$ cat config.mk
export PLATFORM = sky130hd
export DESIGN_NAME = target_finder
export DESIGN_NICKNAME = d
export VERILOG_FILES = /design/src/hdl/cam_pkg.sv /design/src/hdl/target_finder.sv
export SDC_FILE = /design/constraint.sdc
export NUM_CORES = 1
export LEC_CHECK = 0
export ABC_AREA = 1
export ABC_CLOCK_PERIOD_IN_PS = 1500
export BUFFER_PORTS_ARGS = -buffer_cell sky130_fd_sc_hd__buf_2
export CAP_MARGIN = 25
export CORE_ASPECT_RATIO = 1.2
export CORE_MARGIN = 1.5
export CORE_UTILIZATION = 41
export DETAILED_ROUTE_END_ITERATION = 10
export PLACE_DENSITY = 0.86
export SETUP_SLACK_MARGIN = 0.02
export SYNTH_ARGS = -nofsm -noshare
export SYNTH_HDL_FRONTEND = slang
export SYNTH_SLANG_ARGS = --single-unit
$ cat constraint.sdc
create_clock -name clk -period 1.5 [get_ports clk]
set_clock_uncertainty 0.2 [all_clocks]
set_input_delay 0.15 -clock clk [delete_from_list [all_inputs] [get_ports clk]]
set_output_delay 0.15 -clock clk [all_outputs]
set_load 0.005 [all_outputs]
$ cat src/hdl/cam_pkg.sv
// Raster, color and detection constants, vector types, direction enum and bus structs
`default_nettype none

package cam_pkg;

  // Vector types with a meaning of their own
  typedef logic [11:0] pix_addr_t;
  typedef logic [6:0]  col_t;
  typedef logic [5:0]  row_t;
  // Red in [11:8], green in [7:4], blue in [3:0]
  typedef logic [11:0] rgb444_t;
  typedef logic [7:0]  chan8_t;
  typedef logic [12:0] pix_count_t;

  // Scaled-down raster with horizontal values in pixels and vertical ones in lines
  localparam int H_ACTIVE  = 64;
  localparam int H_FRONT   = 4;
  localparam int H_SYNC    = 8;
  localparam int H_BACK    = 4;
  localparam int H_TOTAL   = H_ACTIVE + H_FRONT + H_SYNC + H_BACK;
  localparam int V_ACTIVE  = 48;
  localparam int V_FRONT   = 2;
  localparam int V_SYNC    = 2;
  localparam int V_BACK    = 2;
  localparam int V_TOTAL   = V_ACTIVE + V_FRONT + V_SYNC + V_BACK;
  localparam int PIX_COUNT = H_ACTIVE * V_ACTIVE;

  // Orange window on 4-bit channels with inclusive bounds
  localparam int ORANGE_R_MIN = 10;
  localparam int ORANGE_G_MIN = 4;
  localparam int ORANGE_G_MAX = 9;
  localparam int ORANGE_B_MAX = 4;

  // Highlight color for orange pixels
  localparam chan8_t HIGHLIGHT_R = 8'hff;
  localparam chan8_t HIGHLIGHT_G = 8'h00;
  localparam chan8_t HIGHLIGHT_B = 8'h00;

  // Minimum orange pixels per frame and width of one column third
  localparam int DETECT_MIN = 8;
  localparam int THIRD_W    = H_ACTIVE / 3;

  typedef enum logic [1:0] {DIR_NONE, DIR_LEFT, DIR_CENTER, DIR_RIGHT} dir_t;

  typedef struct packed {
    logic       vsync;
    logic       href;
    logic       pclk_en;
    logic [7:0] data;
  } cam_bus_t;

  typedef struct packed {
    logic hsync_n;
    logic vsync_n;
    logic active;
    col_t col;
    logic frame_end;
  } raster_t;

  typedef struct packed {
    logic   hsync_n;
    logic   vsync_n;
    logic   blank_n;
    chan8_t r;
    chan8_t g;
    chan8_t b;
  } vga_out_t;

endpackage

`default_nettype wire
$ cat src/hdl/target_finder.sv
// Orange color window test, highlight and RGB444 to 8-bit VGA output stage
`default_nettype none
`timescale 1ns/10ps

module target_finder (
  input  wire                 clk,
  input  wire                 rst_n,
  input  cam_pkg::rgb444_t    rd_pix,
  input  cam_pkg::raster_t    buf_raster,
  output cam_pkg::vga_out_t   vga,
  output cam_pkg::raster_t    fin_raster,
  output logic                is_orange
);

  import cam_pkg::*;

  logic [3:0] red;
  logic [3:0] green;
  logic [3:0] blue;
  logic       in_window;
  logic       orange;

  // Split the stored word into channels
  assign red   = rd_pix[11:8];
  assign green = rd_pix[7:4];
  assign blue  = rd_pix[3:0];

  // Window bounds are inclusive
  assign in_window = (red >= 4'(ORANGE_R_MIN)) &&
                     (green >= 4'(ORANGE_G_MIN)) && (green <= 4'(ORANGE_G_MAX)) &&
                     (blue <= 4'(ORANGE_B_MAX));
  assign orange    = buf_raster.active && in_window;

  always_ff @(posedge clk) begin
    if (!rst_n) begin
      // Idle raster: syncs released, blanked, black
      vga        <= '{hsync_n: 1'b1, vsync_n: 1'b1, blank_n: 1'b0, r: '0, g: '0, b: '0};
      fin_raster <= '{hsync_n: 1'b1, vsync_n: 1'b1, active: 1'b0, col: '0, frame_end: 1'b0};
      is_orange  <= 1'b0;
    end else begin
      vga.hsync_n <= buf_raster.hsync_n;
      vga.vsync_n <= buf_raster.vsync_n;
      vga.blank_n <= buf_raster.active;
      if (!buf_raster.active) begin
        // Channels forced to black outside the visible area
        vga.r <= '0;
        vga.g <= '0;
        vga.b <= '0;
      end else if (orange) begin
        vga.r <= HIGHLIGHT_R;
        vga.g <= HIGHLIGHT_G;
        vga.b <= HIGHLIGHT_B;
      end else begin
        // Nibble replication spans the full 8-bit range
        vga.r <= {red, red};
        vga.g <= {green, green};
        vga.b <= {blue, blue};
      end
      fin_raster <= buf_raster;
      is_orange  <= orange;
    end
  end

endmodule

`default_nettype wire

==> flow_summary_export.csv <==
group,metric,value,unit
outcome,status,"complete, but fails checks",
outcome,violations,"DRC, hold timing",
timing,fmax,0.691,GHz
routing,dr_wl_met2,1290,µm
routing,wirelength,2510,µm
cells_and_area,fillers,115,
setup_path,crit_arrival,1460,ps
cells_and_area,drive_above_1_share,40.7,%
routing,drt_iter0_markers,46,
timing,fin_crit,1450,ps
cells_and_area,final_cells,201,
setup_path,crit_chain,"dlygate4sd3_1 > buf_2 > nand2_1 > dlygate4sd3_1 > inv_1",
clock_network,root_buffer,"clkbuf_4",
die,die_h,52.8,µm
clock_network,clock_sinks,24,
setup_path,max_stage_delay,550,ps
synthesis,yosysWarnings,0,
power,p_leak,0.851,nW
grt,grt.total_usage,23.4,%
setup_path,critPathKind,"in -> reg",
routing,highest_layer,"met4",
grt,grt_max_degree,14,
cells_and_area,mostFrequentLayoutCells,"buf_2 (63), dlygate4sd3_1 (32), dfxtp_1 (24), inv_1 (22), nor2_1 (14)",
grt,antenna_found_initial,0,
routing,wl_met1,982,µm
timing,final-hold-violation-count,1,
setup_path,crit_fanout,1,
synthesis,netlist_area,848,µm²
die,fp.dieW,44.5,µm
routing,ant_nets,0,
synthesis,avgSynthCellArea,8.57,µm²
routing,wire_per_inst,12.5,µm
timing,worst_slack,53.5,ps
timing,finalSetupTns,0,ps
setup_path,crit_path_frequent_cell,"dlygate4sd3_1",
placement,place_ws,349,ps
timing,finalSetupViolCount,0,
synthesis,ys_seq_area_share,56.6,%
cells_and_area,fin_util,75.2,%
power,powerDensity,858,nW/µm²
placement,gp_congestion,0.713,
routing,dr.pass1.iters,8,
cells_and_area,nets,208,
clock_network,clockBufferDepth,2,
setup_path,worst_path_max_delay_cell,"dlygate4sd3_1",
routing,via_per_inst,4.37,
die,initial_core_util,44.8,%
routing,vias,879,
cells_and_area,layout_commonest_cell,"buf_2",
timing,fin_crit_sh,96.4,%
grt,grt_pass1_vias,881,
clock_network,ctsResizeCount,0,
cells_and_area,multi_input_area,161,µm²
clock_network,htreeDepth,1,
cells_and_area,area_growth,67.8,%
clock_network,clk_pin_slew,120,ps
setup_path,worstPathRequired,1520,ps
setup_path,crit_family,"buffers and inverters",
placement,dp_hpwl,1330,µm
synthesis,ys_types,12,
timing,slew_viol_final,0,
die,die_area,2350,µm²
grt,gr-total-overflow,0,
die,io_pins,64,
routing,wl_met3,191,µm
hold_path,worstHoldPathType,"in -> reg",
setup_path,cp_num_buf_inv,4,
timing,worstMarginPinSlew,190,ps
setup_path,crit_path_start_kind,"input pin",
timing,whs,-13.6,ps
routing,route.detailed.drc,4,
cells_and_area,seq_area,480,µm²
synthesis,synthCells,99,
placement,port_buffers,63,
clock_network,postCtsSetupBuffers,0,
timing,rsz0062_at_grt,"no",
setup_path,crit_path_end_kind,"register",
timing,slew_headroom,87.3,%
placement,place_inst,165,
cells_and_area,antennaDiodeCount,0,
grt,grt_pass1_wl,3860,µm
die,placementRows,17,
flow_run,maxCapViolCount,0,
clock_network,cts_tree,"yes",
clock_network,cts_buffers,3,
die,core_area,1890,µm²
power,ir_worst_vdd,0.000760,V
synthesis,synth-seq-cells,24,
synthesis,syn-num-nets,124,
## per-layer routing
layer	vias up	global-route usage [%]
li1	431	-
met1	388	25.4
met2	54	44.0
met3	6	3.45
met4	0	9.09
met5	-	0
## synth_stat cells
cell type / count / area [µm²]
nand2_2: 2 / 12.5
buf_4: 16 / 120
nand3_1: 2 / 10.0
inv_2: 1 / 3.75
nor2_1: 14 / 52.6
nand2_4: 1 / 11.3
nor2_2: 1 / 6.26
a21oi_1: 3 / 15.0
dfxtp_1: 24 / 480
inv_1: 22 / 82.6
or2_2: 2 / 12.5
nand2_1: 11 / 41.3
## repair_timing
item	in CTS	in global routing
endpoints found under the hold margin	24	0
hold buffers	33	0
endpoints found under the setup margin	0	1
## logic make-up after synthesis
group / share of synthesized area (%)
buffers and inverters: 24.3
AND/OR/NAND/NOR: 17.3
flip-flops: 56.6
AO/OA/AOI/OAI: 1.77
## layout make-up
type | instances | area share, %
repair buffers | 95 | 44.6
flip-flops and latches | 24 | 33.7
multi-input cells | 36 | 11.3
inverters | 23 | 6.06
clock buffers | 4 | 2.55
well taps | 19 | 1.67
## where the power goes
group	leakage (nW)	switching, mW	internal [mW]
clock network	0.0210	0.189	0.148
registers	0.198	0.0108	0.667
logic	0.632	0.0837	0.122
## registers in the layout, indices dropped and copies added (netlist names)
name and cells:
vga 12, fin_raster 11, is_orange 1
## path summary, 6_finish.rpt
check	startpoint	end	slack (ps)	cells past startpoint
hold / removal	rst_n	fin_raster[0]$_SDFF_PN0_	-10	3
setup / recovery	buf_raster[4]	fin_raster[4]$_SDFF_PN0_	50	5
## metrics by stage
step / area [µm²] / total power, mW
floorplan: 848 / 0.765
global placement: 1070 / 0.819
detailed placement: 1070 / 0.824
CTS: 1430 / 1.21
global route: 1420 / 1.27
finish: 1420 / 1.22
No activity file was read; power rests on OpenSTA's default activity.
