`config.mk`:
```
export PLATFORM = sky130hd
export DESIGN_NAME = classification
export DESIGN_NICKNAME = d
export VERILOG_FILES = /design/src/hdl/cam_pkg.sv /design/src/hdl/classification.sv
export SDC_FILE = /design/constraint.sdc
export NUM_CORES = 1
export LEC_CHECK = 0
export BUFFER_PORTS_ARGS = -buffer_cell sky130_fd_sc_hd__buf_4
export CELL_PAD_IN_SITES_DETAIL_PLACEMENT = 0
export CELL_PAD_IN_SITES_GLOBAL_PLACEMENT = 1
export CORE_ASPECT_RATIO = 1.5
export CORE_MARGIN = 5
export CORE_UTILIZATION = 48
export DETAILED_ROUTE_END_ITERATION = 10
export PLACE_DENSITY_LB_ADDON = 0.08
export REMOVE_ABC_BUFFERS = 1
export SETUP_SLACK_MARGIN = 0.02
export SKIP_LAST_GASP = 1
export SYNTH_ARGS = -nofsm -noshare
export SYNTH_HDL_FRONTEND = slang
export SYNTH_SLANG_ARGS = --single-unit
```
`constraint.sdc`:
```
create_clock -name clk -period 5.6 [get_ports clk]
set_input_delay 0.84 -clock clk [delete_from_list [all_inputs] [get_ports clk]]
set_output_delay 0.84 -clock clk [all_outputs]
set_load 0.02 [all_outputs]
```
`src/hdl/cam_pkg.sv`:
```
// Raster, color and detection constants, vector types, direction enum and bus structs
`default_nettype none

package cam_pkg;

  // Vector types with a meaning of their own
  typedef logic [11:0] pix_addr_t;
  typedef logic [6:0]  col_t;
  typedef logic [5:0]  row_t;
  // Red in [11:8], green in [7:4], blue in [3:0]
  typedef logic [11:0] rgb444_t;
  typedef logic [7:0]  chan8_t;
  typedef logic [12:0] pix_count_t;

  // Scaled-down raster with horizontal values in pixels and vertical ones in lines
  localparam int H_ACTIVE  = 64;
  localparam int H_FRONT   = 4;
  localparam int H_SYNC    = 8;
  localparam int H_BACK    = 4;
  localparam int H_TOTAL   = H_ACTIVE + H_FRONT + H_SYNC + H_BACK;
  localparam int V_ACTIVE  = 48;
  localparam int V_FRONT   = 2;
  localparam int V_SYNC    = 2;
  localparam int V_BACK    = 2;
  localparam int V_TOTAL   = V_ACTIVE + V_FRONT + V_SYNC + V_BACK;
  localparam int PIX_COUNT = H_ACTIVE * V_ACTIVE;

  // Orange window on 4-bit channels with inclusive bounds
  localparam int ORANGE_R_MIN = 10;
  localparam int ORANGE_G_MIN = 4;
  localparam int ORANGE_G_MAX = 9;
  localparam int ORANGE_B_MAX = 4;

  // Highlight color for orange pixels
  localparam chan8_t HIGHLIGHT_R = 8'hff;
  localparam chan8_t HIGHLIGHT_G = 8'h00;
  localparam chan8_t HIGHLIGHT_B = 8'h00;

  // Minimum orange pixels per frame and width of one column third
  localparam int DETECT_MIN = 8;
  localparam int THIRD_W    = H_ACTIVE / 3;

  typedef enum logic [1:0] {DIR_NONE, DIR_LEFT, DIR_CENTER, DIR_RIGHT} dir_t;

  typedef struct packed {
    logic       vsync;
    logic       href;
    logic       pclk_en;
    logic [7:0] data;
  } cam_bus_t;

  typedef struct packed {
    logic hsync_n;
    logic vsync_n;
    logic active;
    col_t col;
    logic frame_end;
  } raster_t;

  typedef struct packed {
    logic   hsync_n;
    logic   vsync_n;
    logic   blank_n;
    chan8_t r;
    chan8_t g;
    chan8_t b;
  } vga_out_t;

endpackage

`default_nettype wire
```
`src/hdl/classification.sv`:
```
// Per-third orange pixel counters and frame-end steering direction and detection flag
`default_nettype none
`timescale 1ns/10ps

module classification (
  input  wire                 clk,
  input  wire                 rst_n,
  input  cam_pkg::raster_t    fin_raster,
  input  wire                 is_orange,
  output cam_pkg::dir_t       direction,
  output logic                orange_detected
);

  import cam_pkg::*;

  // Running counts for the current frame
  pix_count_t left_cnt;
  pix_count_t center_cnt;
  pix_count_t right_cnt;
  // Counts including the current pixel
  pix_count_t left_nxt;
  pix_count_t center_nxt;
  pix_count_t right_nxt;
  pix_count_t total;
  logic       in_left;
  logic       in_center;
  logic       detected;
  dir_t       dir_pick;

  // Column thirds, the right one takes the remainder
  assign in_left   = fin_raster.col < col_t'(THIRD_W);
  assign in_center = !in_left && (fin_raster.col < col_t'(2 * THIRD_W));

  always_comb begin
    left_nxt   = left_cnt + pix_count_t'(is_orange && in_left);
    center_nxt = center_cnt + pix_count_t'(is_orange && in_center);
    right_nxt  = right_cnt + pix_count_t'(is_orange && !in_left && !in_center);
    total      = left_nxt + center_nxt + right_nxt;
    detected   = total >= pix_count_t'(DETECT_MIN);
  end

  // Largest third wins
  // ties prefer center, then left
  always_comb begin
    if (!detected) begin
      dir_pick = DIR_NONE;
    end else if ((center_nxt >= left_nxt) && (center_nxt >= right_nxt)) begin
      dir_pick = DIR_CENTER;
    end else if (left_nxt >= right_nxt) begin
      dir_pick = DIR_LEFT;
    end else begin
      dir_pick = DIR_RIGHT;
    end
  end

  always_ff @(posedge clk) begin
    if (!rst_n) begin
      left_cnt        <= '0;
      center_cnt      <= '0;
      right_cnt       <= '0;
      direction       <= DIR_NONE;
      orange_detected <= 1'b0;
    end else if (fin_raster.frame_end) begin
      // Decision once per frame, then start counting afresh
      direction       <= dir_pick;
      orange_detected <= detected;
      left_cnt        <= '0;
      center_cnt      <= '0;
      right_cnt       <= '0;
    end else begin
      left_cnt   <= left_nxt;
      center_cnt <= center_nxt;
      right_cnt  <= right_nxt;
    end
  end

endmodule

`default_nettype wire

```
==> reports/metrics.cfg <==
[layout]
antenna-diode-count = 0
final_net_count = 560
drive_above_1_share = 0.115
area_growth_pct = 14.3
layoutNonFillerInstCount = 571

[floorplan]
die_w_um = 81.6
core_area_um2 = 7560
std_cell_rows = 39
die-area_um2 = 9570
top_level_ports = 17
die_h_um = 117
start_util = 0.488

[synth]
synth-main-ff-cell = sky130_fd_sc_hd__dfxtp_1
share_of_synthesized_flip_flops_with_an_asynchronous_set_or_reset = 0
unique_masters_post_synth = 50
synth-edff-count = 0
synth_cells = 428
flip_flop_and_latch_count_after_synthesis = 42
yosysSeqAreaShare = 0.228
synth.cell_area_um2 = 3690
yosys_warnings = 0
syn-mean-instance-area_um2 = 8.62

[sta]
skew_ns = 0.00523
fin_setup_tns_ns = 0
timing.final.hold_violations = 0
min_period_ns = 5.05
slew_viol_final = 0
worst_slew_margin_rel = 0.647
fin_crit_sh = 0.902
fmax_mhz = 198
grt_setup_unrepaired = false
final-setup-viol-count = 0
worst_slew_pin_slew_ns = 0.528

[clock_tree]
cts.clk_slew.worst_paths_ns = 0.06
clock_root_buffer = sky130_fd_sc_hd__clkbuf_16
cts_resized = 0
numClockSinks = 42
cts_buffer_depth = 2
cts.hold.buffers_added = 0
clk-insertion-delay-late_ns = 0.28
h-tree-depth = 2
cts_buffers = 5
post_cts.repair.setup_buffers = 0
cts_tree = built

[grt]
grt_first_pass_wirelength_um = 14600
largest_net_degree_at_the_start_of_global_routing = 23
grt_pass1_vias = 3136
overflow = 0
grt_antenna_before_repair = 0
overall_routing_resource_usage = 0.198

[worst_setup_path]
timing.critical_path.buf_inv = 3
critical_path.startpoint_type = input port
r2r_setup_slack_ns = 1.55
endpoint_kind = register
timing.rr.end = direction[0]$_SDFFE_PN0P_
worstPathRequired_ns = 5.76
crit_type = in2reg
arrival_time_at_the_worst_endpoint_ns = 5.22
r2r_cells = 17
critical_path.max_stage_delay_ns = 0.55
timing.rr.start = center_cnt[2]$_SDFF_PP0_
cp_cell_sequence = buf_4 -> o21a_1 -> o21ai_0 -> nor4bb_1 -> ha_1 -> ha_1 -> nand3_1 -> xor2_1 -> fa_1 -> inv_1 -> ha_1 -> a21oi_1 -> o22ai_1 -> or3_1 -> a2111oi_2 -> nand3_1 -> a2111oi_2 -> buf_4 -> o31ai_1
top_cell_family_by_delay_on_the_critical_path = compound AO/OA/AOI/OAI gates
crit_path_max_fanout = 6
critical-path-slowest-cell = sky130_fd_sc_hd__fa_1
worst_path_most_repeated_cell = sky130_fd_sc_hd__ha_1

[detailed_routing]
drcViolationCount = 0
detail_route.wl_per_cell_um = 15.4
detailedRoute.firstPassIterationCount = 4
initialDrtViolationCount = 91
routed_wirelength_um = 8810
detailroute.via_count = 3040
drt-vias-per-instance = 5.32
drt.antenna.violating_nets = 0

[placement]
gp_congestion = 0.896
place_inst = 563
hpwl_um = 7420
buffer_ports.inserted = 13

[hold_path]
hold_depth = 2
tightest_hold_check_type = reg2reg
hold_end = direction[0]$_SDFFE_PN0P_
holdCritStartpoint = direction[0]$_SDFFE_PN0P_

[power]
vdd_ir_drop_max_uv = 123
power.density_cell_area_nw_per_um2 = 151
leakagePower_nw = 2.14

[flow_run]
max_cap_viol_count = 0

[status]
status = finished clean

-- area by class of cell --
type	count	area (um2)
inverter	48	180
clock buffer	7	143
sequential	42	841
multi-input combinational	332	2630
timing repair buffer	39	293
tap	102	128
clock inverter	1	5.00
fill	746	3350
-- kinds of logic after synthesis --
family,after synthesis,share of synthesized area
AOI/OAI and AO/OA,75,0.138
xor gates and xnor gates,39,0.0926
adders and majority gates,78,0.291
buffers and inverters,54,0.0597
DFF,42,0.228
and+or+nand+nor,140,0.190
-- report_power, final --
group	internal (mW)	switching, mW	leakage, nW	total [mW]
clock	0.177	0.116	0.0739	0.292
sequential	0.300	0.000671	0.339	0.301
combinational	0.0207	0.0245	1.73	0.0452
-- cells in the final DEF (no fill, tap or decap), types with 2 or more instances in the layout --
master / n
sky130_fd_sc_hd__a21o_1: 7
sky130_fd_sc_hd__a2111oi_2: 2
sky130_fd_sc_hd__clkbuf_16: 5
sky130_fd_sc_hd__ha_1: 65
sky130_fd_sc_hd__buf_4: 39
sky130_fd_sc_hd__o31ai_1: 3
sky130_fd_sc_hd__nand4_1: 11
sky130_fd_sc_hd__a21oi_1: 19
sky130_fd_sc_hd__and3_1: 7
sky130_fd_sc_hd__o21a_1: 4
sky130_fd_sc_hd__nor3b_1: 3
sky130_fd_sc_hd__o21ai_0: 16
sky130_fd_sc_hd__a21boi_0: 2
sky130_fd_sc_hd__dfxtp_1: 42
sky130_fd_sc_hd__xnor2_1: 18
sky130_fd_sc_hd__nand2_1: 16
sky130_fd_sc_hd__o31a_1: 2
sky130_fd_sc_hd__nor4_1: 2
sky130_fd_sc_hd__xor2_1: 21
sky130_fd_sc_hd__nor2b_1: 7
sky130_fd_sc_hd__nand2b_1: 3
sky130_fd_sc_hd__and2_1: 7
sky130_fd_sc_hd__fa_1: 13
sky130_fd_sc_hd__a31oi_1: 3
sky130_fd_sc_hd__a211oi_1: 4
sky130_fd_sc_hd__nor3_1: 3
sky130_fd_sc_hd__nand3_1: 22
sky130_fd_sc_hd__o32ai_1: 2
sky130_fd_sc_hd__or3_1: 3
sky130_fd_sc_hd__inv_1: 48
sky130_fd_sc_hd__nor2_1: 50
-- registers in the layout, indices dropped and copies added, names as in the netlist --
signal,count
center_cnt,13
direction,2
orange_detected,1
right_cnt,13
left_cnt,13
-- metal layers --
layer,global-route usage,share of wire
met1,0.228,0.41
met2,0.349,0.52
met3,0.0245,0.025
met4,0.0909,0.044
met5,0,0
-- cell usage after synthesis (11+ instances only) --
library cell | instances | area, um2
sky130_fd_sc_hd__ha_1 | 65 | 813
sky130_fd_sc_hd__nor2_1 | 50 | 188
sky130_fd_sc_hd__inv_1 | 48 | 180
sky130_fd_sc_hd__dfxtp_1 | 42 | 841
sky130_fd_sc_hd__nand3_1 | 22 | 110
sky130_fd_sc_hd__xor2_1 | 21 | 184
sky130_fd_sc_hd__a21oi_1 | 19 | 95.1
sky130_fd_sc_hd__xnor2_1 | 18 | 158
sky130_fd_sc_hd__nand2_1 | 16 | 60.1
sky130_fd_sc_hd__o21ai_0 | 16 | 80.1
sky130_fd_sc_hd__fa_1 | 13 | 260
sky130_fd_sc_hd__nand4_1 | 11 | 68.8
-- worst max-delay path by stage --
| stage | from | endpoint | slack [ns] | cells after the start |
|---|---|---|---|---|
| 2_1_floorplan | fin_raster[1] | direction[1]$_SDFFE_PN0P_ | 0.94 | 17 |
| 3_3_place_gp | fin_raster[1] | direction[0]$_SDFFE_PN0P_ | 0.25 | 19 |
| 3_5_place_dp | fin_raster[1] | direction[0]$_SDFFE_PN0P_ | 0.23 | 19 |
| 4_1_cts | fin_raster[1] | direction[0]$_SDFFE_PN0P_ | 0.51 | 19 |
| 5_1_grt | fin_raster[1] | direction[0]$_SDFFE_PN0P_ | 0.23 | 20 |
| 6_report | fin_raster[1] | direction[0]$_SDFFE_PN0P_ | 0.55 | 19 |
-- through the flow --
step	cell area, um2	hold WS, ns	util	worst slack [ns]	power [mW]
floorplan	3650	0.521	-	0.940	0.335
global route	4220	0.533	0.557	0.229	0.661
finish	4220	0.518	0.557	0.547	0.639
CTS	4220	0.522	0.557	0.510	0.643
global placement	4070	0.491	0.538	0.248	0.352
detailed placement	4070	0.514	0.538	0.231	0.353
-- worst min-delay path: stages (launching register included) --
cell	delay, ns
sky130_fd_sc_hd__dfxtp_1	0.31
sky130_fd_sc_hd__nand3b_1	0.08
sky130_fd_sc_hd__o31ai_1	0.07
Note: power is estimated with default switching activity, not from simulation.
