<file path="src/hdl/cam_pkg.sv">
// Raster, color and detection constants, vector types, direction enum and bus structs
`default_nettype none

package cam_pkg;

  // Vector types with a meaning of their own
  typedef logic [11:0] pix_addr_t;
  typedef logic [6:0]  col_t;
  typedef logic [5:0]  row_t;
  // Red in [11:8], green in [7:4], blue in [3:0]
  typedef logic [11:0] rgb444_t;
  typedef logic [7:0]  chan8_t;
  typedef logic [12:0] pix_count_t;

  // Scaled-down raster with horizontal values in pixels and vertical ones in lines
  localparam int H_ACTIVE  = 64;
  localparam int H_FRONT   = 4;
  localparam int H_SYNC    = 8;
  localparam int H_BACK    = 4;
  localparam int H_TOTAL   = H_ACTIVE + H_FRONT + H_SYNC + H_BACK;
  localparam int V_ACTIVE  = 48;
  localparam int V_FRONT   = 2;
  localparam int V_SYNC    = 2;
  localparam int V_BACK    = 2;
  localparam int V_TOTAL   = V_ACTIVE + V_FRONT + V_SYNC + V_BACK;
  localparam int PIX_COUNT = H_ACTIVE * V_ACTIVE;

  // Orange window on 4-bit channels with inclusive bounds
  localparam int ORANGE_R_MIN = 10;
  localparam int ORANGE_G_MIN = 4;
  localparam int ORANGE_G_MAX = 9;
  localparam int ORANGE_B_MAX = 4;

  // Highlight color for orange pixels
  localparam chan8_t HIGHLIGHT_R = 8'hff;
  localparam chan8_t HIGHLIGHT_G = 8'h00;
  localparam chan8_t HIGHLIGHT_B = 8'h00;

  // Minimum orange pixels per frame and width of one column third
  localparam int DETECT_MIN = 8;
  localparam int THIRD_W    = H_ACTIVE / 3;

  typedef enum logic [1:0] {DIR_NONE, DIR_LEFT, DIR_CENTER, DIR_RIGHT} dir_t;

  typedef struct packed {
    logic       vsync;
    logic       href;
    logic       pclk_en;
    logic [7:0] data;
  } cam_bus_t;

  typedef struct packed {
    logic hsync_n;
    logic vsync_n;
    logic active;
    col_t col;
    logic frame_end;
  } raster_t;

  typedef struct packed {
    logic   hsync_n;
    logic   vsync_n;
    logic   blank_n;
    chan8_t r;
    chan8_t g;
    chan8_t b;
  } vga_out_t;

endpackage

`default_nettype wire
</file>
<file path="src/hdl/vga_scan.sv">
// VGA raster timing with sync and active generation and linear read address
`default_nettype none
`timescale 1ns/10ps

module vga_scan (
  input  wire                 clk,
  input  wire                 rst_n,
  output cam_pkg::raster_t    scan,
  output cam_pkg::pix_addr_t  rd_addr
);

  import cam_pkg::*;

  // Position counters over the whole raster including porches
  col_t h_cnt;
  row_t v_cnt;
  logic h_last;
  logic v_last;
  logic h_active;
  logic v_active;
  logic h_sync_on;
  logic v_sync_on;
  logic active;
  logic frame_end;

  // End of line and end of frame
  assign h_last = h_cnt == col_t'(H_TOTAL - 1);
  assign v_last = v_cnt == row_t'(V_TOTAL - 1);

  // Visible area starts at column 0, row 0
  assign h_active = h_cnt < col_t'(H_ACTIVE);
  assign v_active = v_cnt < row_t'(V_ACTIVE);
  assign active   = h_active && v_active;

  // Sync intervals follow the front porch
  assign h_sync_on = (h_cnt >= col_t'(H_ACTIVE + H_FRONT)) &&
                     (h_cnt < col_t'(H_ACTIVE + H_FRONT + H_SYNC));
  assign v_sync_on = (v_cnt >= row_t'(V_ACTIVE + V_FRONT)) &&
                     (v_cnt < row_t'(V_ACTIVE + V_FRONT + V_SYNC));

  // Last visible pixel of the frame
  assign frame_end = (h_cnt == col_t'(H_ACTIVE - 1)) && (v_cnt == row_t'(V_ACTIVE - 1));

  always_ff @(posedge clk) begin
    if (!rst_n) begin
      h_cnt   <= '0;
      v_cnt   <= '0;
      rd_addr <= '0;
    end else begin
      if (h_last) begin
        h_cnt <= '0;
        // Row wraps after the vertical back porch
        if (v_last) begin
          v_cnt <= '0;
        end else begin
          v_cnt <= v_cnt + 1'b1;
        end
      end else begin
        h_cnt <= h_cnt + 1'b1;
      end
      // Read address walks the active pixels only
      if (frame_end) begin
        rd_addr <= '0;
      end else if (active) begin
        rd_addr <= rd_addr + 1'b1;
      end
    end
  end

  // Raster info, sync active low
  always_comb begin
    scan.hsync_n   = !h_sync_on;
    scan.vsync_n   = !v_sync_on;
    scan.active    = active;
    scan.col       = h_cnt;
    scan.frame_end = frame_end;
  end

endmodule

`default_nettype wire

</file>
<file path="config.mk">
export PLATFORM = sky130hd
export DESIGN_NAME = vga_scan
export DESIGN_NICKNAME = d
export VERILOG_FILES = /design/src/hdl/cam_pkg.sv /design/src/hdl/vga_scan.sv
export SDC_FILE = /design/constraint.sdc
export NUM_CORES = 1
export LEC_CHECK = 0
export BUFFER_PORTS_ARGS = -buffer_cell sky130_fd_sc_hd__buf_2
export CAP_MARGIN = 0
export CORE_MARGIN = 2
export CORE_UTILIZATION = 35
export CTS_BUF_LIST = sky130_fd_sc_hd__clkbuf_16
export DETAILED_ROUTE_END_ITERATION = 7
export PLACE_DENSITY = 0.62
export REMOVE_ABC_BUFFERS = 1
export SLEW_MARGIN = 15
export SYNTH_ARGS = -nofsm -noshare
export SYNTH_HDL_FRONTEND = slang
export SYNTH_SLANG_ARGS = --single-unit
</file>
<file path="constraint.sdc">
create_clock -name clk -period 1.9 [get_ports clk]
set_input_delay 0.095 -clock clk [delete_from_list [all_inputs] [get_ports clk]]
set_output_delay 0.095 -clock clk [all_outputs]
set_load 0.05 [all_outputs]
</file>
==> impl_metrics.csv, run 1 <==
group,metric,value,unit
sta,fin_crit_sh,0.9189,
critical_path,reg2reg_depth,6,
sta,finalMaxSlewViolations,0,
logic_synthesis,synth_area_leaders,"dfxtp_1 42%, xor2_1 9.6%, nor2_1 5.4%",
critical_path,cp_num_cells,5,
grt,grt_pass1_wl,4.050,mm
floorplan,io_pins,25,
grt,antenna_found_initial,0,
pwr,ir_drop,0.3423,mV
placement,port_buffers,24,
critical_path,crit_path_start,"h_cnt[0]",
logic_synthesis,synth-main-ff-cell,"dfxtp_1",
cells_and_area,n_antenna_cell,0,
critical_path,critPathMaxStageDelay,0.35,ns
sta,timing.fmax,0.5728,GHz
critical_path,crit_required,1.80,ns
cts,cts_buffer_depth,2,
drt,wl,2.297,mm
floorplan,die_h,62.25,µm
pwr,power,0.001083,W
status,status,"complete, no violations",
pwr,p_seq_frac,0.506,
sta,holdWs,0.1741,ns
critical_path,path_buf_inv,1,
logic_synthesis,syn_avg_cell_area,9.205,µm²
drt,route.detailed.drc,0,
logic_synthesis,synthArstFlopShare,0,
placement,place.gp.congestion,0.8758,
sta,slew_headroom,0.7251,
logic_synthesis,netlist.top_cell.by_area,"dfxtp_1",
pwr,p_per_area,753.1,nW/µm²
cts,cts.sink_count,25,
floorplan,core,3284,µm²
cts,cts_root_buf,"clkbuf_16",
critical_path,path_class,"flip-flop to output pin",
sta,post-route-min-period,1.746,ns
sta,totalNegativeSetupSlack,0,ns
logic_synthesis,synth_commonest_cells,"25 x dfxtp_1, 17 x nor2_1, 13 x xor2_1, 12 x nand2_1, 7 x nand3_1",
drt,routedWlPerCell,11.43,µm
sta,clock_skew,0.003836,ns
cts,hold_buffers,0,
sta,layout_setup_ws,0.1541,ns
sta,hold_viol,0,
pwr,internal-power,0.0008393,W
cts,cts_resized,0,
critical_path,crit_end,"scan[0]",
critical_path,r2r_slack,0.26,ns
cts,htree_levels,1,
floorplan,die_area,3874,µm²
logic_synthesis,syn_area,1187,µm²
critical_path,slowest_stage,"dfxtp_1",
grt,grt_max_degree,14,
cells_and_area,multi_input_area,655.6,µm²
job,maxCapViolations,0,
cts,clk_latency,0.26,ns
cells_and_area,regArea,500.5,µm²
critical_path,reg2reg_to,"rd_addr[6]",
critical_path,crit_path_cell_trace,"ha_1, and3_1, nand3_4, nor4_2, buf_4",
grt,track_usage,0.1290,
placement,detailed_place_hpwl,1.739,mm
logic_synthesis,ys_ff_latch,25,
cts,numCtsBuffers,3,
floorplan,start_util,0.3615,
cells_and_area,fillers,333,
cts,path_clk_slew,0.06,ns
placement,pre_cts_slack,0.2631,ns
logic_synthesis,synth_edf_count,0,
drt,drtAntennaViolNets,0,
placement,placed_cell_area,1350,µm²
floorplan,rows,21,
pwr,power.switching,0.0002435,W
drt,first_iter_violations,45,
sta,setup_viol,0,
grt,first_global_vias,931,
logic_synthesis,yosysUniqueCellTypes,28,
drt,dr.pass1.iters,4,
logic_synthesis,synthCells,129,
logic_synthesis,yosys_warnings,0,
sta,worst_pin_slew,0.4106,ns
pwr,swShare,0.2249,
cts,tritoncts,"yes",
drt,vias_per_cell,4.766,
cells_and_area,syn_to_final_growth,21.07,%
critical_path,cpLargestDelayFamily,"simple AND/OR/NAND/NOR gates",
logic_synthesis,netlist.area_leader.share,0.4215,
cells_and_area,nets,162,
cells_and_area,drive_gt1_frac,0.2194,
min_path,hold_class,"input pin to flip-flop",
pwr,p_leak,0.6241,nW
critical_path,timing.rr.start,"h_cnt[0]",
critical_path,start_kind,"flip-flop",
logic_synthesis,ys_seq_area_frac,0.4215,
critical_path,endpoint_kind,"output pin",
logic_synthesis,yosysMostFrequentCell,"dfxtp_1",
cts,cts_setup_buffers,0,
grt,grt.overflow.total,0,
cells_and_area,final_area,1438,µm²
drt,vias,958,
floorplan,dieWidth,62.25,µm
critical_path,crit_arrival,1.65,ns
critical_path,cp_max_fo,4,
sta,grt_setup_unrepaired,"false",
pwr,pwr-share-clk,0.415,
pwr,power_frac_comb,0.078,
power by group through the flow:
| stage | combinational, W | sequential [W] | clock (W) |
|---|---|---|---|
| after floorplan | 0.0000263 | 0.000595 | 0 |
| after global placement | 0.0000843 | 0.000559 | 0 |
| after detailed placement | 0.0000845 | 0.000560 | 0 |
| after CTS | 0.0000852 | 0.000548 | 0.000469 |
| after global routing | 0.0000899 | 0.000550 | 0.000495 |
| final | 0.0000847 | 0.000548 | 0.000450 |
sequential cells by signal, summed over array words and instances, names as in the netlist:
signal	cells
rd_addr	12
v_cnt	6
h_cnt	7
logic make-up after synthesis:
logic type / share of synthesized area
AO/OA/AOI/OAI: 0.07587
XOR/XNOR: 0.1328
adder cells (fa/ha/maj): 0.04215
buffers and inverters: 0.03161
flip-flops: 0.4215
multiplexers: 0.008430
AND/OR/NAND/NOR: 0.2877
cell usage in the layout, fill, tap and decap left out, types with 2 or more instances in the layout:
cell | Yosys | final
buf_4 | 4 | 3
clkbuf_16 | 0 | 3
nand2_1 | 12 | 12
ha_1 | 4 | 4
nand3_1 | 7 | 7
dfxtp_1 | 25 | 25
nand4_1 | 6 | 6
or3_1 | 3 | 3
o21ai_0 | 3 | 3
a21oi_1 | 5 | 5
xor2_1 | 13 | 13
buf_2 | 0 | 23
and3_1 | 6 | 6
xnor2_1 | 5 | 5
inv_1 | 1 | 2
nor2_1 | 17 | 17
nand2b_1 | 2 | 2
and4_1 | 2 | 2
nor4_1 | 3 | 2
area by class of cell:
class                           instances  area share
Multi-Input combinational cell         98      0.4560
Sequential cell                        25      0.3481
Timing Repair Buffer                   26     0.09574
Clock buffer                            3     0.05222
Tap cell                               46     0.04003
Inverter                                2    0.005222
Clock inverter                          1    0.002611
per-stage QoR:
stage                     instances    util
final                           201  0.4377
after detailed placement        197  0.4110
after global routing            201  0.4377
after floorplan                 125       -
after global placement          197  0.4110
after CTS                       201  0.4350
metal layers:
| layer | wire length (µm) | vias up | GRT usage |
|---|---|---|---|
| li1 | - | 503 | - |
| met4 | 46 | 0 | 0.06944 |
| met1 | 1111 | 427 | 0.1550 |
| met2 | 1014 | 23 | 0.2133 |
| met3 | 124 | 5 | 0.03080 |
| met5 | 0 | - | 0 |
worst min path at each step:
stage                     startpoint       end  slack [ns]  cells after the start
final                          rst_n  h_cnt[2]        0.17                      2
after CTS                      rst_n  h_cnt[2]        0.17                      2
after global placement         rst_n  h_cnt[2]        0.43                      2
after global routing           rst_n  h_cnt[1]        0.18                      2
after floorplan                rst_n  h_cnt[2]        0.22                      1
after detailed placement       rst_n  h_cnt[2]        0.43                      2
Note: power is estimated with default switching activity, not from simulation.
==> run 2: changes to the inputs <==
CTS_CLUSTER_SIZE = 28   (was unset)
PLACE_DENSITY = 0.66   (was 0.62)
==> impl_metrics.csv, run 2 (synthesized netlist as in run 1, its figures left out) <==
group,metric,value,unit
pwr,p_leak,0.6241,nW
grt,grt_max_degree,14,
drt,routedWlPerCell,12.12,µm
cells_and_area,syn_to_final_growth,21.07,%
placement,placed_cell_area,1350,µm²
critical_path,crit_required,1.80,ns
grt,first_global_vias,940,
floorplan,die_h,62.25,µm
pwr,p_per_area,755.8,nW/µm²
placement,port_buffers,24,
status,status,"complete, no violations",
sta,fin_crit_sh,0.9291,
drt,drtAntennaViolNets,0,
sta,setup_viol,0,
sta,hold_viol,0,
critical_path,cp_max_fo,4,
cts,htree_levels,1,
critical_path,crit_arrival,1.67,ns
critical_path,crit_end,"scan[0]",
placement,place.gp.congestion,0.8735,
sta,worst_pin_slew,0.3903,ns
cts,cts_setup_buffers,0,
cells_and_area,fin_cells,201,
cells_and_area,final_area,1438,µm²
drt,vias,988,
drt,first_iter_violations,60,
cts,cts_buffer_depth,2,
cts,tritoncts,"yes",
floorplan,die_area,3874,µm²
grt,antenna_found_initial,0,
critical_path,reg2reg_depth,6,
cells_and_area,reg_top3,"rd_addr: 12 flops, h_cnt: 7 flops, v_cnt: 6 flops",
floorplan,rows,21,
sta,grt_setup_unrepaired,"false",
pwr,power,0.001086,W
min_path,hold_class,"input pin to flip-flop",
floorplan,io_pins,25,
drt,wl,2.436,mm
drt,dr.pass1.iters,4,
cts,path_clk_slew,0.06,ns
cts,cts.sink_count,25,
critical_path,start_kind,"flip-flop",
floorplan,start_util,0.3615,
cts,clk_latency,0.25,ns
grt,track_usage,0.1306,
critical_path,path_class,"flip-flop to output pin",
cells_and_area,nets,162,
job,maxCapViolations,0,
cts,cts_root_buf,"clkbuf_16",
cells_and_area,n_antenna_cell,0,
sta,timing.fmax,0.5665,GHz
cells_and_area,layout_commonest_cell,"dfxtp_1",
critical_path,crit_path_start,"h_cnt[0]",
cells_and_area,fin_util,0.4377,
pwr,ir_drop,0.4493,mV
cells_and_area,largest_reg_flops,12,
sta,finalMaxSlewViolations,0,
floorplan,core,3284,µm²
placement,detailed_place_hpwl,1.820,mm
floorplan,dieWidth,62.25,µm
critical_path,reg2reg_to,"rd_addr[8]",
grt,grt.overflow.total,0,
critical_path,timing.rr.start,"h_cnt[0]",
drt,vias_per_cell,4.915,
cells_and_area,final_cell_mix,"25 x dfxtp_1, 23 x buf_2, 17 x nor2_1, 13 x xor2_1, 12 x nand2_1",
drt,route.detailed.drc,0,
critical_path,endpoint_kind,"output pin",
sta,slew_headroom,0.7387,
grt,grt_pass1_wl,4.181,mm
placement,dp.cells,197,
sta,post-route-min-period,1.765,ns
sta,clock_skew,0.001838,ns
sta,totalNegativeSetupSlack,0,ns
critical_path,r2r_slack,0.25,ns
cells_and_area,drive_gt1_frac,0.2194,
cts,numCtsBuffers,3,
cells_and_area,largest-register,"rd_addr",
==> run 2: worst min-delay path by stage <==
stage | from | end | slack [ns] | cells past startpoint
6_report | rst_n | h_cnt[2] | 0.16 | 2
4_1_cts | rst_n | h_cnt[2] | 0.15 | 2
3_3_place_gp | rst_n | h_cnt[2] | 0.42 | 2
3_5_place_dp | rst_n | h_cnt[2] | 0.41 | 2
5_1_grt | rst_n | h_cnt[2] | 0.16 | 2
2_1_floorplan | rst_n | h_cnt[2] | 0.22 | 1
==> run 2: area by class of cell <==
class | count | area, µm²
Clock buffer | 3 | 75.07
Clock inverter | 1 | 3.754
Fill cell | 340 | 1847
Inverter | 2 | 7.507
Multi-Input combinational cell | 98 | 655.6
Sequential cell | 25 | 500.5
Tap cell | 46 | 57.56
Timing Repair Buffer | 26 | 137.6
==> run 2: stage by stage <==
stage / hold WS (ns) / worst slack, ns
after global placement: 0.4214 / 0.2734
after global routing: 0.1607 / 0.02045
after detailed placement: 0.4138 / 0.2500
after CTS: 0.1502 / 0.04030
final: 0.1552 / 0.1348
after floorplan: 0.2167 / -1.123
==> run 2: metal layers <==
| metal | vias up | global-route usage | wire (µm) |
|---|---|---|---|
| li1 | 501 | - | - |
| met1 | 462 | 0.1674 | 1140 |
| met2 | 25 | 0.2201 | 1170 |
| met3 | 0 | 0.04348 | 125 |
| met4 | 0 | 0.01667 | 0 |
| met5 | - | 0 | 0 |
==> run 2: power breakdown <==
group	internal (W)	switching (W)
sequential	0.000535	0.0000130
combinational	0.0000230	0.0000611
clock	0.000281	0.000173
total	0.000839	0.000247
==> run 2: worst max-delay path: stages, from the launching register on <==
cell	delay (ns)
dfxtp_1	0.35
ha_1	0.18
and3_1	0.23
nand3_4	0.12
nor4_2	0.29
buf_4	0.24
==> run 2: repair_timing <==
action,CTS,global route
endpoints found under the setup margin,0,1
gates resized for setup,0,3
hold buffers,0,0
==> run 3: changes to the inputs <==
CORE_UTILIZATION = 52   (was 35)
PLACE_DENSITY = 0.88   (was 0.66)
==> impl_metrics.csv, run 3 (synthesized netlist as in run 1, its figures left out) <==
group,metric,value,unit
cells_and_area,final_cell_mix,"25 x dfxtp_1, 23 x buf_2, 17 x nor2_1, 13 x xor2_1, 12 x nand2_1",
sta,totalNegativeSetupSlack,0,ns
floorplan,die_area,2682,µm²
pwr,ir_drop,0.5037,mV
grt,grt_pass1_wl,4.174,mm
drt,first_iter_violations,20,
drt,wl,2.440,mm
drt,vias_per_cell,5.628,
floorplan,die_h,51.79,µm
critical_path,crit_arrival,1.66,ns
sta,grt_setup_unrepaired,"false",
cells_and_area,layout_commonest_cell,"dfxtp_1",
cts,cts_setup_buffers,0,
critical_path,start_kind,"flip-flop",
sta,finalMaxSlewViolations,0,
grt,track_usage,0.2067,
critical_path,crit_required,1.80,ns
cts,cts_root_buf,"clkbuf_16",
critical_path,slowest_stage,"dfxtp_1",
placement,port_buffers,24,
drt,route.detailed.drc,0,
floorplan,io_pins,25,
drt,dr.pass1.iters,4,
cts,numCtsBuffers,3,
grt,first_global_vias,953,
cells_and_area,syn_to_final_growth,19.60,%
sta,layout_setup_ws,0.1466,ns
cells_and_area,fin_cells,183,
grt,grt.overflow.total,0,
sta,setup_viol,0,
grt,antenna_found_initial,0,
pwr,p_leak,0.6221,nW
cts,cts.sink_count,25,
cells_and_area,reg_top3,"rd_addr: 12 flops, h_cnt: 7 flops, v_cnt: 6 flops",
placement,detailed_place_hpwl,1.793,mm
drt,vias,1030,
placement,place.gp.congestion,0.8748,
pwr,power,0.001087,W
cts,htree_levels,1,
job,maxCapViolations,0,
drt,routedWlPerCell,13.33,µm
cells_and_area,n_antenna_cell,0,
sta,holdWs,0.1676,ns
sta,worst_pin_slew,0.3905,ns
sta,clock_skew,0.002422,ns
cts,hold_buffers,0,
cts,cts_buffer_depth,2,
critical_path,path_class,"flip-flop to output pin",
cts,path_clk_slew,0.06,ns
cells_and_area,nets,162,
sta,hold_viol,0,
floorplan,rows,17,
floorplan,start_util,0.5420,
drt,drtAntennaViolNets,0,
critical_path,cp_max_fo,4,
cts,cts_resized,0,
floorplan,core,2191,µm²
cells_and_area,fillers,182,
sta,timing.fmax,0.5703,GHz
grt,grt_max_degree,14,
cells_and_area,largest_reg_flops,12,
cts,tritoncts,"yes",
sta,fin_crit_sh,0.9228,
min_path,hold_class,"input pin to flip-flop",
critical_path,critPathMaxStageDelay,0.36,ns
placement,dp.cells,179,
cells_and_area,drive_gt1_frac,0.2258,
floorplan,dieWidth,51.79,µm
status,status,"complete, no violations",
critical_path,endpoint_kind,"output pin",
sta,post-route-min-period,1.753,ns
critical_path,crit_path_cell_trace,"ha_1, and3_4, nand3_4, nor4_2, buf_4",
cells_and_area,largest-register,"rd_addr",
sta,slew_headroom,0.7385,
critical_path,cpLargestDelayFamily,"simple AND/OR/NAND/NOR gates",
critical_path,path_buf_inv,1,
placement,pre_cts_slack,0.2616,ns
pwr,p_per_area,765.6,nW/µm²
cts,clk_latency,0.25,ns
## run 3: cell types whose count changed in the layout (fill, tap and decap cells not counted)
cell    previous run  this run
and3_1             6         5
and3_4             0         1
## run 3: layout make-up
type | count | area (µm²) | share of cell area
clock buffers | 3 | 75.07 | 0.05286
clock inverters | 1 | 3.754 | 0.002643
inverters | 2 | 7.507 | 0.005286
multi-input cells | 98 | 660.6 | 0.4652
flip-flops and latches | 25 | 500.5 | 0.3524
well taps | 28 | 35.03 | 0.02467
repair buffers | 26 | 137.6 | 0.09692
## run 3: stage by stage
step	util	cell area, µm²
2_1_floorplan	-	1157
3_3_place_gp	0.6059	1328
3_5_place_dp	0.6059	1328
4_1_cts	0.6419	1406
5_1_grt	0.6482	1420
6_report	0.6482	1420
## run 3: worst paths after layout
kind / startpoint / to / slack [ns] / cells past startpoint
hold reg to reg: h_cnt[0] / h_cnt[0] / 0.46 / 1
hold / removal: rst_n / h_cnt[2] / 0.17 / 2
setup reg to reg: h_cnt[0] / rd_addr[10] / 0.29 / 6
setup / recovery: h_cnt[0] / scan[0] / 0.15 / 5
## run 3: layer usage
metal / global-route usage / up-vias / wire, µm / part of all wire
met3: 0.03448 / 4 / 118 / 0.048
met4: 0.08333 / 0 / 27 / 0.011
met5: 0 / - / 0 / 0
li1: - / 499 / - / -
met2: 0.3568 / 38 / 1222 / 0.50
met1: 0.2545 / 489 / 1073 / 0.44
## run 3: report_power, final
group,internal [W],switching (W)
registers,0.000535,0.0000143
clock network,0.000281,0.000171
logic,0.0000236,0.0000623
